[src/lpf_pkg.sv]
// ----------------------------------------------------------
// Shared widths and constants for the biquad low-pass voice
// Samples and coefficients are signed Q2.16 in 18 bits
// Products are full 36-bit, accumulation is 40-bit
// ----------------------------------------------------------
`default_nettype none

package lpf_pkg;

    // Datapath widths
    localparam int SAMPLE_W = 18;
    localparam int PROD_W   = 36;
    localparam int ACC_W    = 40;
    // Q2.16 fraction bits
    localparam int FRAC_W   = 16;

    // Decoded MIDI command
    localparam int MIDI_CMD_W = 3;
    // Control change, low bits of status nibble 0xB
    localparam logic [MIDI_CMD_W-1:0] MIDI_CMD_CC = 3'd3;

    // Filter parameters after reset
    localparam logic signed [SAMPLE_W-1:0] OMEGA0_RESET = 18'sh01999;
    localparam logic signed [SAMPLE_W-1:0] INV_2Q_RESET = 18'sh08000;

    // 1.0 in Q2.16
    localparam logic signed [SAMPLE_W-1:0] ONE_Q = 18'sh10000;

    // Multiplier requester tags
    localparam logic REQ_IIR  = 1'b0;
    localparam logic REQ_COEF = 1'b1;

endpackage

`default_nettype wire

[src/mult_if.sv]
// ----------------------------------------------------------
// One requester's port on the shared 18x18 multiplier
// Operands taken when req and gnt are both high
// Product returns with p_valid two cycles later, in order
// ----------------------------------------------------------
`timescale 1ns/1ps
`default_nettype none

interface mult_if import lpf_pkg::*; ();

    // Requester side
    logic                       req;
    logic signed [SAMPLE_W-1:0] a;
    logic signed [SAMPLE_W-1:0] b;

    // Arbiter side
    logic                       gnt;
    logic                       p_valid;
    logic signed [PROD_W-1:0]   p;

    modport requester (output req, a, b, input gnt, p_valid, p);
    modport arbiter   (input req, a, b, output gnt, p_valid, p);

endinterface

`default_nettype wire

[src/biquad_iir.sv]
// ----------------------------------------------------------
// Direct-form-I biquad, one sample at a time
// b0 product is issued in the input transfer cycle
// New coefficients load only while idle, between samples
// Output saturates to 18 bits, err_overflow marks it
// ----------------------------------------------------------
`timescale 1ns/1ps
`default_nettype none

module biquad_iir import lpf_pkg::*; (
    input  wire                         reset,
    input  wire                         clk,
    input  wire                         coef_valid,
    input  wire [5*SAMPLE_W-1:0]        coefs,
    input  wire                         sample_in_valid,
    output logic                        sample_in_ready,
    input  wire signed [SAMPLE_W-1:0]   sample_in,
    mult_if.requester                   mult,
    output logic                        sample_out_valid,
    input  wire                         sample_out_ready,
    output logic signed [SAMPLE_W-1:0]  sample_out,
    output logic                        err_overflow
);

    localparam logic [1:0] ST_IDLE = 2'd0;
    localparam logic [1:0] ST_RUN  = 2'd1;
    localparam logic [1:0] ST_OUT  = 2'd2;

    localparam logic signed [SAMPLE_W-1:0] SAT_MAX = {1'b0, {(SAMPLE_W-1){1'b1}}};
    localparam logic signed [SAMPLE_W-1:0] SAT_MIN = {1'b1, {(SAMPLE_W-1){1'b0}}};

    logic [1:0]                 state;
    logic [2:0]                 iss_cnt;
    logic [2:0]                 ret_cnt;
    logic                       coef_pend;
    logic                       in_xfer;
    logic                       out_xfer;
    logic                       last_ret;
    logic                       sat;
    logic signed [SAMPLE_W-1:0] k_b0, k_b1, k_b2, k_a1, k_a2;
    logic signed [SAMPLE_W-1:0] x0, x1, x2, y1, y2;
    logic signed [SAMPLE_W-1:0] sat_val;
    logic signed [ACC_W-1:0]    acc;
    logic signed [ACC_W-1:0]    acc_next;
    logic signed [ACC_W-1:0]    acc_shr;

    // Hold off input while a coefficient load is due
    assign sample_in_ready = (state == ST_IDLE) && !coef_pend && !coef_valid;
    assign in_xfer         = sample_in_valid && sample_in_ready;
    assign out_xfer        = sample_out_valid && sample_out_ready;
    assign last_ret        = mult.p_valid && (ret_cnt == 3'd4);
    assign mult.req        = in_xfer || ((state == ST_RUN) && (iss_cnt < 3'd5));

    // Operand pair per issue slot
    always_comb begin
        case (iss_cnt)
            3'd0: begin
                mult.a = k_b0;
                mult.b = (state == ST_IDLE) ? sample_in : x0;
            end
            3'd1: begin mult.a = k_b1; mult.b = x1; end
            3'd2: begin mult.a = k_b2; mult.b = x2; end
            3'd3: begin mult.a = k_a1; mult.b = y1; end
            default: begin mult.a = k_a2; mult.b = y2; end
        endcase
    end

    // a2 term is the fifth return and is subtracted
    always_comb begin
        acc_next = (ret_cnt == 3'd4) ? acc - mult.p : acc + mult.p;
        acc_shr  = acc_next >>> FRAC_W;
        // Bits above the sample must all match the sign
        sat      = !((&acc_shr[ACC_W-1:SAMPLE_W-1]) || !(|acc_shr[ACC_W-1:SAMPLE_W-1]));
        sat_val  = sat ? (acc_shr[ACC_W-1] ? SAT_MIN : SAT_MAX) : acc_shr[SAMPLE_W-1:0];
    end

    // ------------------------------------------------------
    // Control and history
    // ------------------------------------------------------
    always_ff @(posedge reset or posedge clk) begin
        if (clk) begin
            state            <= ST_IDLE;
            iss_cnt          <= 3'd0;
            ret_cnt          <= 3'd0;
            coef_pend        <= 1'b0;
            sample_out_valid <= 1'b0;
            err_overflow     <= 1'b0;
            x1               <= '0;
            x2               <= '0;
            y1               <= '0;
            y2               <= '0;
        end else begin
            // Calculator holds coefs, so only a flag is kept
            if (state == ST_IDLE) begin
                coef_pend <= 1'b0;
            end else if (coef_valid) begin
                coef_pend <= 1'b1;
            end
            case (state)
                ST_IDLE: begin
                    if (in_xfer) begin
                        state   <= ST_RUN;
                        iss_cnt <= {2'b00, mult.gnt};
                        ret_cnt <= 3'd0;
                    end
                end
                ST_RUN: begin
                    if (mult.req && mult.gnt) iss_cnt <= iss_cnt + 3'd1;
                    if (mult.p_valid) ret_cnt <= ret_cnt + 3'd1;
                    if (last_ret) begin
                        state            <= ST_OUT;
                        iss_cnt          <= 3'd0;
                        sample_out_valid <= 1'b1;
                        err_overflow     <= sat;
                    end
                end
                default: begin
                    // Shift histories once the output is taken
                    if (out_xfer) begin
                        state            <= ST_IDLE;
                        sample_out_valid <= 1'b0;
                        err_overflow     <= 1'b0;
                        x1               <= x0;
                        x2               <= x1;
                        y1               <= sample_out;
                        y2               <= y1;
                    end
                end
            endcase
        end
    end

    // Coefficients, current input and accumulator
    always_ff @(posedge reset) begin
        if ((state == ST_IDLE) && (coef_valid || coef_pend)) begin
            k_b0 <= coefs[4*SAMPLE_W +: SAMPLE_W];
            k_b1 <= coefs[3*SAMPLE_W +: SAMPLE_W];
            k_b2 <= coefs[2*SAMPLE_W +: SAMPLE_W];
            k_a1 <= coefs[SAMPLE_W +: SAMPLE_W];
            k_a2 <= coefs[0 +: SAMPLE_W];
        end
        if (in_xfer) begin
            x0  <= sample_in;
            acc <= '0;
        end else if (mult.p_valid) begin
            acc <= acc_next;
        end
        if (last_ret) begin
            sample_out <= sat_val;
        end
    end

endmodule

`default_nettype wire

[src/lpf_coef_calc.sv]
// ----------------------------------------------------------
// Biquad coefficient calculator on the shared multiplier
// Two products per pass, w2 then alpha, issued back to back
// Coefs hold their value until the next coef_valid pulse
// ----------------------------------------------------------
`timescale 1ns/1ps
`default_nettype none

module lpf_coef_calc import lpf_pkg::*; (
    input  wire                         reset,
    input  wire                         clk,
    input  wire                         stale,
    input  wire signed [SAMPLE_W-1:0]   omega0,
    input  wire signed [SAMPLE_W-1:0]   inv_2q,
    output logic                        calc_start,
    mult_if.requester                   mult,
    output logic                        coef_valid,
    output logic [5*SAMPLE_W-1:0]       coefs
);

    localparam logic [1:0] ST_IDLE  = 2'd0;
    localparam logic [1:0] ST_W2    = 2'd1;
    localparam logic [1:0] ST_ALPHA = 2'd2;
    localparam logic [1:0] ST_WAIT  = 2'd3;

    logic [1:0]                 state;
    logic                       w2_seen;
    logic signed [SAMPLE_W-1:0] omega0_r;
    logic signed [SAMPLE_W-1:0] inv_2q_r;
    logic signed [SAMPLE_W-1:0] w2_r;
    logic signed [SAMPLE_W-1:0] alpha;
    logic signed [SAMPLE_W-1:0] c_b0;
    logic signed [SAMPLE_W-1:0] c_b1;
    logic signed [SAMPLE_W-1:0] c_a1;
    logic signed [SAMPLE_W-1:0] c_a2;

    assign calc_start = (state == ST_IDLE) && stale;

    // Operands for the two issue states
    assign mult.req = (state == ST_W2) || (state == ST_ALPHA);
    assign mult.a   = omega0_r;
    assign mult.b   = (state == ST_W2) ? omega0_r : inv_2q_r;

    // Second return is alpha, used straight off the bus
    assign alpha = mult.p[FRAC_W +: SAMPLE_W];
    assign c_b0  = w2_r >>> 2;
    assign c_b1  = w2_r >>> 1;
    assign c_a1  = (ONE_Q <<< 1) - w2_r;
    assign c_a2  = ONE_Q - (alpha <<< 1);

    // ------------------------------------------------------
    // Sequencing
    // ------------------------------------------------------
    always_ff @(posedge reset or posedge clk) begin
        if (clk) begin
            state      <= ST_IDLE;
            w2_seen    <= 1'b0;
            coef_valid <= 1'b0;
        end else begin
            coef_valid <= 1'b0;
            case (state)
                ST_IDLE:  if (calc_start) state <= ST_W2;
                ST_W2:    if (mult.gnt) state <= ST_ALPHA;
                ST_ALPHA: if (mult.gnt) state <= ST_WAIT;
                default:  if (mult.p_valid && w2_seen) state <= ST_IDLE;
            endcase
            // Products come back in issue order
            if (mult.p_valid) begin
                w2_seen    <= !w2_seen;
                coef_valid <= w2_seen;
            end
        end
    end

    // Parameter snapshot and results
    always_ff @(posedge reset) begin
        if (calc_start) begin
            omega0_r <= omega0;
            inv_2q_r <= inv_2q;
        end
        if (mult.p_valid && !w2_seen) begin
            w2_r <= mult.p[FRAC_W +: SAMPLE_W];
        end
        // Packed b0 at the top, a2 at the bottom
        if (mult.p_valid && w2_seen) begin
            coefs <= {c_b0, c_b1, c_b0, c_a1, c_a2};
        end
    end

endmodule

`default_nettype wire

[src/lpf_voice_top.sv]
// ----------------------------------------------------------
// Low-pass filter block of one synth voice
// Port reset is the clock, port clk the async high reset
// Latency varies with contention, sample_out_valid marks it
// ----------------------------------------------------------
`timescale 1ns/1ps
`default_nettype none

module lpf_voice_top import lpf_pkg::*; #(
    parameter logic [3:0] MIDI_CHANNEL = 4'd0,
    parameter logic [6:0] OMEGA0_CC    = 7'd21,
    parameter logic [6:0] INV_2Q_CC    = 7'd22
) (
    input  wire                         reset,
    input  wire                         clk,
    input  wire                         midi_valid,
    input  wire [MIDI_CMD_W-1:0]        midi_cmd,
    input  wire [3:0]                   midi_ch,
    input  wire [6:0]                   midi_data0,
    input  wire [6:0]                   midi_data1,
    input  wire                         sample_in_valid,
    output logic                        sample_in_ready,
    input  wire signed [SAMPLE_W-1:0]   sample_in,
    output logic                        sample_out_valid,
    input  wire                         sample_out_ready,
    output logic signed [SAMPLE_W-1:0]  sample_out,
    output logic                        err_overflow
);

    logic signed [SAMPLE_W-1:0] omega0;
    logic signed [SAMPLE_W-1:0] inv_2q;
    logic                       stale;
    logic                       calc_start;
    logic                       coef_valid;
    logic [5*SAMPLE_W-1:0]      coefs;

    // Multiplier ports, one per requester
    mult_if iir_mult ();
    mult_if coef_mult ();

    midi_cc_decoder #(
        .MIDI_CHANNEL (MIDI_CHANNEL),
        .OMEGA0_CC    (OMEGA0_CC),
        .INV_2Q_CC    (INV_2Q_CC)
    ) midi_cc_decoder_i (
        .reset      (reset),
        .clk        (clk),
        .midi_valid (midi_valid),
        .midi_cmd   (midi_cmd),
        .midi_ch    (midi_ch),
        .midi_data0 (midi_data0),
        .midi_data1 (midi_data1),
        .calc_start (calc_start),
        .omega0     (omega0),
        .inv_2q     (inv_2q),
        .stale      (stale)
    );

    lpf_coef_calc lpf_coef_calc_i (
        .reset      (reset),
        .clk        (clk),
        .stale      (stale),
        .omega0     (omega0),
        .inv_2q     (inv_2q),
        .calc_start (calc_start),
        .mult       (coef_mult.requester),
        .coef_valid (coef_valid),
        .coefs      (coefs)
    );

    biquad_iir biquad_iir_i (
        .reset            (reset),
        .clk              (clk),
        .coef_valid       (coef_valid),
        .coefs            (coefs),
        .sample_in_valid  (sample_in_valid),
        .sample_in_ready  (sample_in_ready),
        .sample_in        (sample_in),
        .mult             (iir_mult.requester),
        .sample_out_valid (sample_out_valid),
        .sample_out_ready (sample_out_ready),
        .sample_out       (sample_out),
        .err_overflow     (err_overflow)
    );

    shared_mult_arbiter shared_mult_arbiter_i (
        .reset (reset),
        .clk   (clk),
        .iir   (iir_mult.arbiter),
        .coef  (coef_mult.arbiter)
    );

endmodule

`default_nettype wire

[src/midi_cc_decoder.sv]
// ----------------------------------------------------------
// Control-change decoder for cutoff and resonance
// Messages arrive decoded, one per cycle, no back-pressure
// Stale is set at reset so coefficients follow at once
// ----------------------------------------------------------
`timescale 1ns/1ps
`default_nettype none

module midi_cc_decoder import lpf_pkg::*; #(
    parameter logic [3:0] MIDI_CHANNEL = 4'd0,
    parameter logic [6:0] OMEGA0_CC    = 7'd21,
    parameter logic [6:0] INV_2Q_CC    = 7'd22
) (
    input  wire                       reset,
    input  wire                       clk,
    input  wire                       midi_valid,
    input  wire [MIDI_CMD_W-1:0]      midi_cmd,
    input  wire [3:0]                 midi_ch,
    input  wire [6:0]                 midi_data0,
    input  wire [6:0]                 midi_data1,
    input  wire                       calc_start,
    output logic signed [SAMPLE_W-1:0] omega0,
    output logic signed [SAMPLE_W-1:0] inv_2q,
    output logic                      stale
);

    logic cc_hit;
    logic omega0_hit;
    logic inv_2q_hit;

    // CC on our channel
    assign cc_hit     = midi_valid && (midi_cmd == MIDI_CMD_CC) && (midi_ch == MIDI_CHANNEL);
    assign omega0_hit = cc_hit && (midi_data0 == OMEGA0_CC);
    assign inv_2q_hit = cc_hit && (midi_data0 == INV_2Q_CC);

    always_ff @(posedge reset or posedge clk) begin
        if (clk) begin
            omega0 <= OMEGA0_RESET;
            inv_2q <= INV_2Q_RESET;
            stale  <= 1'b1;
        end else begin
            // 7-bit value lands just below the integer bits
            if (omega0_hit) begin
                omega0 <= {3'b000, midi_data1, 8'h00};
            end
            if (inv_2q_hit) begin
                inv_2q <= {2'b00, midi_data1, 9'h000};
            end
            // A change in the start cycle wins, so another pass follows
            if (omega0_hit || inv_2q_hit) begin
                stale <= 1'b1;
            end else if (calc_start) begin
                stale <= 1'b0;
            end
        end
    end

endmodule

`default_nettype wire

[src/shared_mult_arbiter.sv]
// ----------------------------------------------------------
// Round-robin arbiter and two-stage 18x18 signed multiplier
// Grant is combinational, tie goes to the last loser
// Owner tag rides with each stage to steer p_valid
// ----------------------------------------------------------
`timescale 1ns/1ps
`default_nettype none

module shared_mult_arbiter import lpf_pkg::*; (
    input  wire     reset,
    input  wire     clk,
    mult_if.arbiter iir,
    mult_if.arbiter coef
);

    // Requester that wins the next tie
    logic                       prio;
    logic                       s1_valid;
    logic                       s1_owner;
    logic                       s2_valid;
    logic                       s2_owner;
    logic signed [SAMPLE_W-1:0] s1_a;
    logic signed [SAMPLE_W-1:0] s1_b;
    logic signed [PROD_W-1:0]   s2_p;

    assign iir.gnt  = iir.req && (!coef.req || (prio == REQ_IIR));
    assign coef.gnt = coef.req && (!iir.req || (prio == REQ_COEF));

    // ------------------------------------------------------
    // Priority and pipeline tags
    // ------------------------------------------------------
    always_ff @(posedge reset or posedge clk) begin
        if (clk) begin
            prio     <= REQ_IIR;
            s1_valid <= 1'b0;
            s1_owner <= REQ_IIR;
            s2_valid <= 1'b0;
            s2_owner <= REQ_IIR;
        end else begin
            if (iir.req && coef.req) begin
                prio <= iir.gnt ? REQ_COEF : REQ_IIR;
            end
            s1_valid <= iir.gnt || coef.gnt;
            s1_owner <= coef.gnt ? REQ_COEF : REQ_IIR;
            s2_valid <= s1_valid;
            s2_owner <= s1_owner;
        end
    end

    // Operand capture then product
    always_ff @(posedge reset) begin
        s1_a <= coef.gnt ? coef.a : iir.a;
        s1_b <= coef.gnt ? coef.b : iir.b;
        s2_p <= s1_a * s1_b;
    end

    // Product bus is shared, valid goes to the owner only
    assign iir.p_valid  = s2_valid && (s2_owner == REQ_IIR);
    assign coef.p_valid = s2_valid && (s2_owner == REQ_COEF);
    assign iir.p        = s2_p;
    assign coef.p       = s2_p;

endmodule

`default_nettype wire

[config.mk]
export PLATFORM = sky130hd
export DESIGN_NAME = lpf_voice_top
export DESIGN_NICKNAME = d
export VERILOG_FILES = /design/src/lpf_pkg.sv /design/src/mult_if.sv /design/src/biquad_iir.sv /design/src/lpf_coef_calc.sv /design/src/lpf_voice_top.sv /design/src/midi_cc_decoder.sv /design/src/shared_mult_arbiter.sv
export SDC_FILE = /design/constraint.sdc
export NUM_CORES = 2
export LEC_CHECK = 0
export ABC_AREA = 1
export BUFFER_PORTS_ARGS = -buffer_cell sky130_fd_sc_hd__buf_2
export CAP_MARGIN = 20
export CELL_PAD_IN_SITES_DETAIL_PLACEMENT = 0
export CELL_PAD_IN_SITES_GLOBAL_PLACEMENT = 2
export CORE_ASPECT_RATIO = 1.1
export CORE_MARGIN = 2
export CORE_UTILIZATION = 36
export CTS_CLUSTER_DIAMETER = 150
export CTS_CLUSTER_SIZE = 20
export DETAILED_ROUTE_END_ITERATION = 12
export GPL_ROUTABILITY_DRIVEN = 1
export HOLD_SLACK_MARGIN = 0.12
export PLACE_DENSITY = 0.85
export SLEW_MARGIN = 20
export SYNTH_ARGS = -nofsm -noshare
export SYNTH_HDL_FRONTEND = slang
export SYNTH_SLANG_ARGS = --single-unit
[constraint.sdc]
create_clock -name reset -period 6.1 [get_ports reset]
set_input_delay 1.22 -clock reset [delete_from_list [all_inputs] [get_ports reset]]
set_output_delay 1.22 -clock reset [all_outputs]
set_load 0.05 [all_outputs]
==> impl_metrics.env <==
export IMPL_drtAntennaViolNets=0
export IMPL_cp_end_kind="register"
export IMPL_worst_r2r_startpoint="shared_mult_arbiter_i.s1_a[2]$_SDFF_PP0_"
export IMPL_synth_sequential_area_ratio=0.322
export IMPL_routed_wl_mm=86.8
export IMPL_critical_path_peak_fanout=10
export IMPL_setup_tns_ns=0
export IMPL_ys_flop_type="sky130_fd_sc_hd__edfxtp_1"
export IMPL_area_fraction_in_compound_gates_after_synthesis=0.0864
export IMPL_cts_sink_count=393
export IMPL_netlist_top_cell_by_area="sky130_fd_sc_hd__fa_1"
export IMPL_clockBufferDepth=3
export IMPL_worst_hold_startpoint="shared_mult_arbiter_i.s1_valid$_DFF_PP0_"
export IMPL_worst_pin_slew_ns=1.00
export IMPL_synth_top_area_frac=0.210
export IMPL_post_route_min_period_ns=5.85
export IMPL_cap_violations=0
export IMPL_cts_root_buf="sky130_fd_sc_hd__clkbuf_16"
export IMPL_yosys_area_share_adder=0.267
export IMPL_synth_xor_area_share=0.0359
export IMPL_yosys_register_bits=393
export IMPL_clkTransAtPathRegs_ns=0.11
export IMPL_worstPathArrival_ns=6.32
export IMPL_yosysWarningCount=0
export IMPL_final_period_utilization=0.958
export IMPL_groute_layer_met2_usage=0.329
export IMPL_grt_first_pass_wirelength_mm=139
export IMPL_finish_net_count=4296
export IMPL_portBuffers=64
export IMPL_max_slew_margin_vs_limit=0.331
export IMPL_viasPerCell=4.68
export IMPL_io_pins=65
export IMPL_synth_enable_flop_cells=173
export IMPL_instance_count_along_the_most_critical_hold_path=0
export IMPL_path_class="register to register"
export IMPL_post_route_drc_count=0
export IMPL_report_final_slew_viol_count=0
export IMPL_worstSkewPairLatency_ns=0.60
export IMPL_syn2layout_area_growth_pct=8.79
export IMPL_fp_dieArea_mm2=0.0899
export IMPL_finalWeightedCongestion=0.883
export IMPL_grt_pass1_vias=24055
export IMPL_tritoncts="yes"
export IMPL_met1_capacity_usage_during_global_routing=0.276
export IMPL_proportion_of_synthesized_area_in_mux_cells=0
export IMPL_grt_met3_usage=0.0241
export IMPL_first_iter_violations=1351
export IMPL_finalSetupViolations=0
export IMPL_holdCritPathClass="register to register"
export IMPL_cp_startpoint="shared_mult_arbiter_i.s1_a[2]$_SDFF_PP0_"
export IMPL_drive_above_1_share=0.0751
export IMPL_synth_simple_area_share=0.165
export IMPL_sequential_cell_area_mm2=0.0102
export IMPL_globalRouteOverflowTotal=0
export IMPL_placementRows=113
export IMPL_rsz_0062_raised_after_global_routing="false"
export IMPL_syn_area_mm2=0.0315
export IMPL_synth_top_cells_by_count="sky130_fd_sc_hd__inv_1, sky130_fd_sc_hd__nand2_1, sky130_fd_sc_hd__fa_1"
export IMPL_maximum_number_of_pins_on_one_net_before_global_route_repair=67
export IMPL_most_crowded_layer_gr="met2"
export IMPL_initial_core_util=0.364
export IMPL_width_of_the_die_um=286
export IMPL_main_combinational_cell_family_by_area_after_synthesis="adder cells"
export IMPL_htree_levels=1
export IMPL_required_ns=6.57
export IMPL_hold_viol=0
export IMPL_synthesis_area_per_instance_um2=8.42
export IMPL_postSynthNetCount=4258
export IMPL_rr_worst_depth=16
export IMPL_firstDrtPassIters=5
export IMPL_synth_cells=3739
export IMPL_outcome="finished clean"
export IMPL_fin_skew_ns=0.0366
export IMPL_timing_fmax_mhz=171
export IMPL_synth_async_sr_flop_share=0.275
export IMPL_tritoncts_num_buffers=24
export IMPL_globalRouteTotalUtil=0.198
export IMPL_grt_antenna_before_repair=0
export IMPL_postCtsSetupBuffers=0
export IMPL_die_h_um=314
export IMPL_yosys_top_cells_area="sky130_fd_sc_hd__fa_1, sky130_fd_sc_hd__edfxtp_1, sky130_fd_sc_hd__inv_1, sky130_fd_sc_hd__nand2_1, sky130_fd_sc_hd__dfrtp_1"
export IMPL_multi_input_comb_area_mm2=0.0175
export IMPL_routed_wire_length_per_instance_um=17.6
export IMPL_hpwl_mm=69.5
export IMPL_core_area_mm2=0.0865
export IMPL_worst_setup_path_start_kind="register"
export IMPL_synth_distinct_cells=61
export IMPL_yosysMostFrequentCell="sky130_fd_sc_hd__inv_1"
export IMPL_routed_via_count=23123
export IMPL_nFillCells=8931
==> critical path, stage by stage, from the launching register on <==
cell	delay [ns]
sky130_fd_sc_hd__dfxtp_1	0.74
sky130_fd_sc_hd__nand2_1	0.16
sky130_fd_sc_hd__fa_1	0.52
sky130_fd_sc_hd__fa_1	0.50
sky130_fd_sc_hd__inv_1	0.05
sky130_fd_sc_hd__fa_1	0.52
sky130_fd_sc_hd__fa_1	0.44
sky130_fd_sc_hd__fa_1	0.49
sky130_fd_sc_hd__inv_1	0.05
sky130_fd_sc_hd__fa_1	0.57
sky130_fd_sc_hd__inv_1	0.08
sky130_fd_sc_hd__ha_1	0.37
sky130_fd_sc_hd__nand2_1	0.11
sky130_fd_sc_hd__o21ai_0	0.26
sky130_fd_sc_hd__a21oi_1	0.12
sky130_fd_sc_hd__o311ai_1	0.35
sky130_fd_sc_hd__xor2_1	0.39
==> layer usage <==
| layer | up-vias | wire length [µm] |
|---|---|---|
| li1 | 11426 | - |
| met5 | - | 0 |
| met2 | 362 | 40800 |
| met1 | 11235 | 40300 |
| met3 | 100 | 3470 |
| met4 | 0 | 2290 |
==> layout make-up <==
type / count / area share
multi-input combinational: 2322 / 0.511
sequential: 393 / 0.297
inverter: 894 / 0.0980
tap: 1150 / 0.0420
timing repair buffer: 142 / 0.0309
clock buffer: 40 / 0.0199
clock inverter: 4 / 0.00102
antenna: 1 / 0.0000730
==> cell usage in the layout (no fill, tap or decap), types with 13 or more instances in the layout <==
| cell | count |
|---|---|
| sky130_fd_sc_hd__buf_4 | 63 |
| sky130_fd_sc_hd__edfxtp_1 | 173 |
| sky130_fd_sc_hd__nor2_1 | 168 |
| sky130_fd_sc_hd__o21bai_1 | 40 |
| sky130_fd_sc_hd__ha_1 | 145 |
| sky130_fd_sc_hd__nand3_1 | 47 |
| sky130_fd_sc_hd__o21ai_0 | 236 |
| sky130_fd_sc_hd__xnor2_1 | 38 |
| sky130_fd_sc_hd__nand4_1 | 32 |
| sky130_fd_sc_hd__clkbuf_1 | 15 |
| sky130_fd_sc_hd__inv_1 | 881 |
| sky130_fd_sc_hd__dfxtp_1 | 101 |
| sky130_fd_sc_hd__buf_2 | 64 |
| sky130_fd_sc_hd__nor2_2 | 24 |
| sky130_fd_sc_hd__nand2_1 | 879 |
| sky130_fd_sc_hd__fa_1 | 327 |
| sky130_fd_sc_hd__o22ai_1 | 13 |
| sky130_fd_sc_hd__a21oi_1 | 108 |
| sky130_fd_sc_hd__nor3_1 | 20 |
| sky130_fd_sc_hd__nand3_2 | 14 |
| sky130_fd_sc_hd__xor2_1 | 91 |
| sky130_fd_sc_hd__dfrtp_1 | 102 |
| sky130_fd_sc_hd__clkbuf_16 | 25 |
==> worst paths after layout <==
check,endpoint,slack [ns]
setup / recovery,shared_mult_arbiter_i.coef.p[30]$_DFF_P_,0.25
setup reg to reg,shared_mult_arbiter_i.coef.p[30]$_DFF_P_,0.25
max in group asynchronous,biquad_iir_i.y1[12]$_DFFE_PP0P_,4.22
hold reg to reg,shared_mult_arbiter_i.s2_valid$_DFF_PP0_,0.35
min in group asynchronous,biquad_iir_i.y1[14]$_DFFE_PP0P_,0.79
hold / removal,shared_mult_arbiter_i.s2_valid$_DFF_PP0_,0.35
==> state kept, by name, summed over array words and instances, names as in the netlist, 18 cells and up <==
register	flops
biquad_iir_i.y2	18
biquad_iir_i.sample_out	18
biquad_iir_i.acc	40
lpf_coef_calc_i.w2_r	18
biquad_iir_i.y1	18
shared_mult_arbiter_i.s1_b	18
lpf_coef_calc_i.coefs	52
shared_mult_arbiter_i.coef.p	36
biquad_iir_i.x0	18
biquad_iir_i.k_a1	18
shared_mult_arbiter_i.s1_a	18
biquad_iir_i.x2	18
biquad_iir_i.x1	18
==> timing repair <==
action,CTS,global route
gates cloned,0,0
setup endpoints to repair,1,10
gates resized for setup,1,21
pin swaps,1,1
hold buffers,0,0
==> stage by stage <==
stage	cells	util	worst slack, ns	cell area, µm²	hold WS [ns]
after CTS	4944	0.395	0.0535	34200	0.354
after global placement	4900	0.387	-0.0575	33500	0.332
after floorplan	3739	-	0.358	31500	0.331
final	4946	0.396	0.254	34300	0.353
after detailed placement	4900	0.387	-0.00262	33500	0.335
after global routing	4945	0.396	0.000137	34300	0.357
==> logic make-up (layout without fill, tap and decap cells) <==
family	count (synthesis)	in the layout
other	0	1
AO/OA/AOI/OAI	478	478
AND/OR/NAND/NOR	1240	1240
buffers and inverters	1024	1080
adder cells (fa/ha/maj)	475	475
flip-flops	393	393
XOR/XNOR	129	129
Power is not shown: default switching activity piles up to over one toggle a cycle in this logic, so the estimate is an artifact.
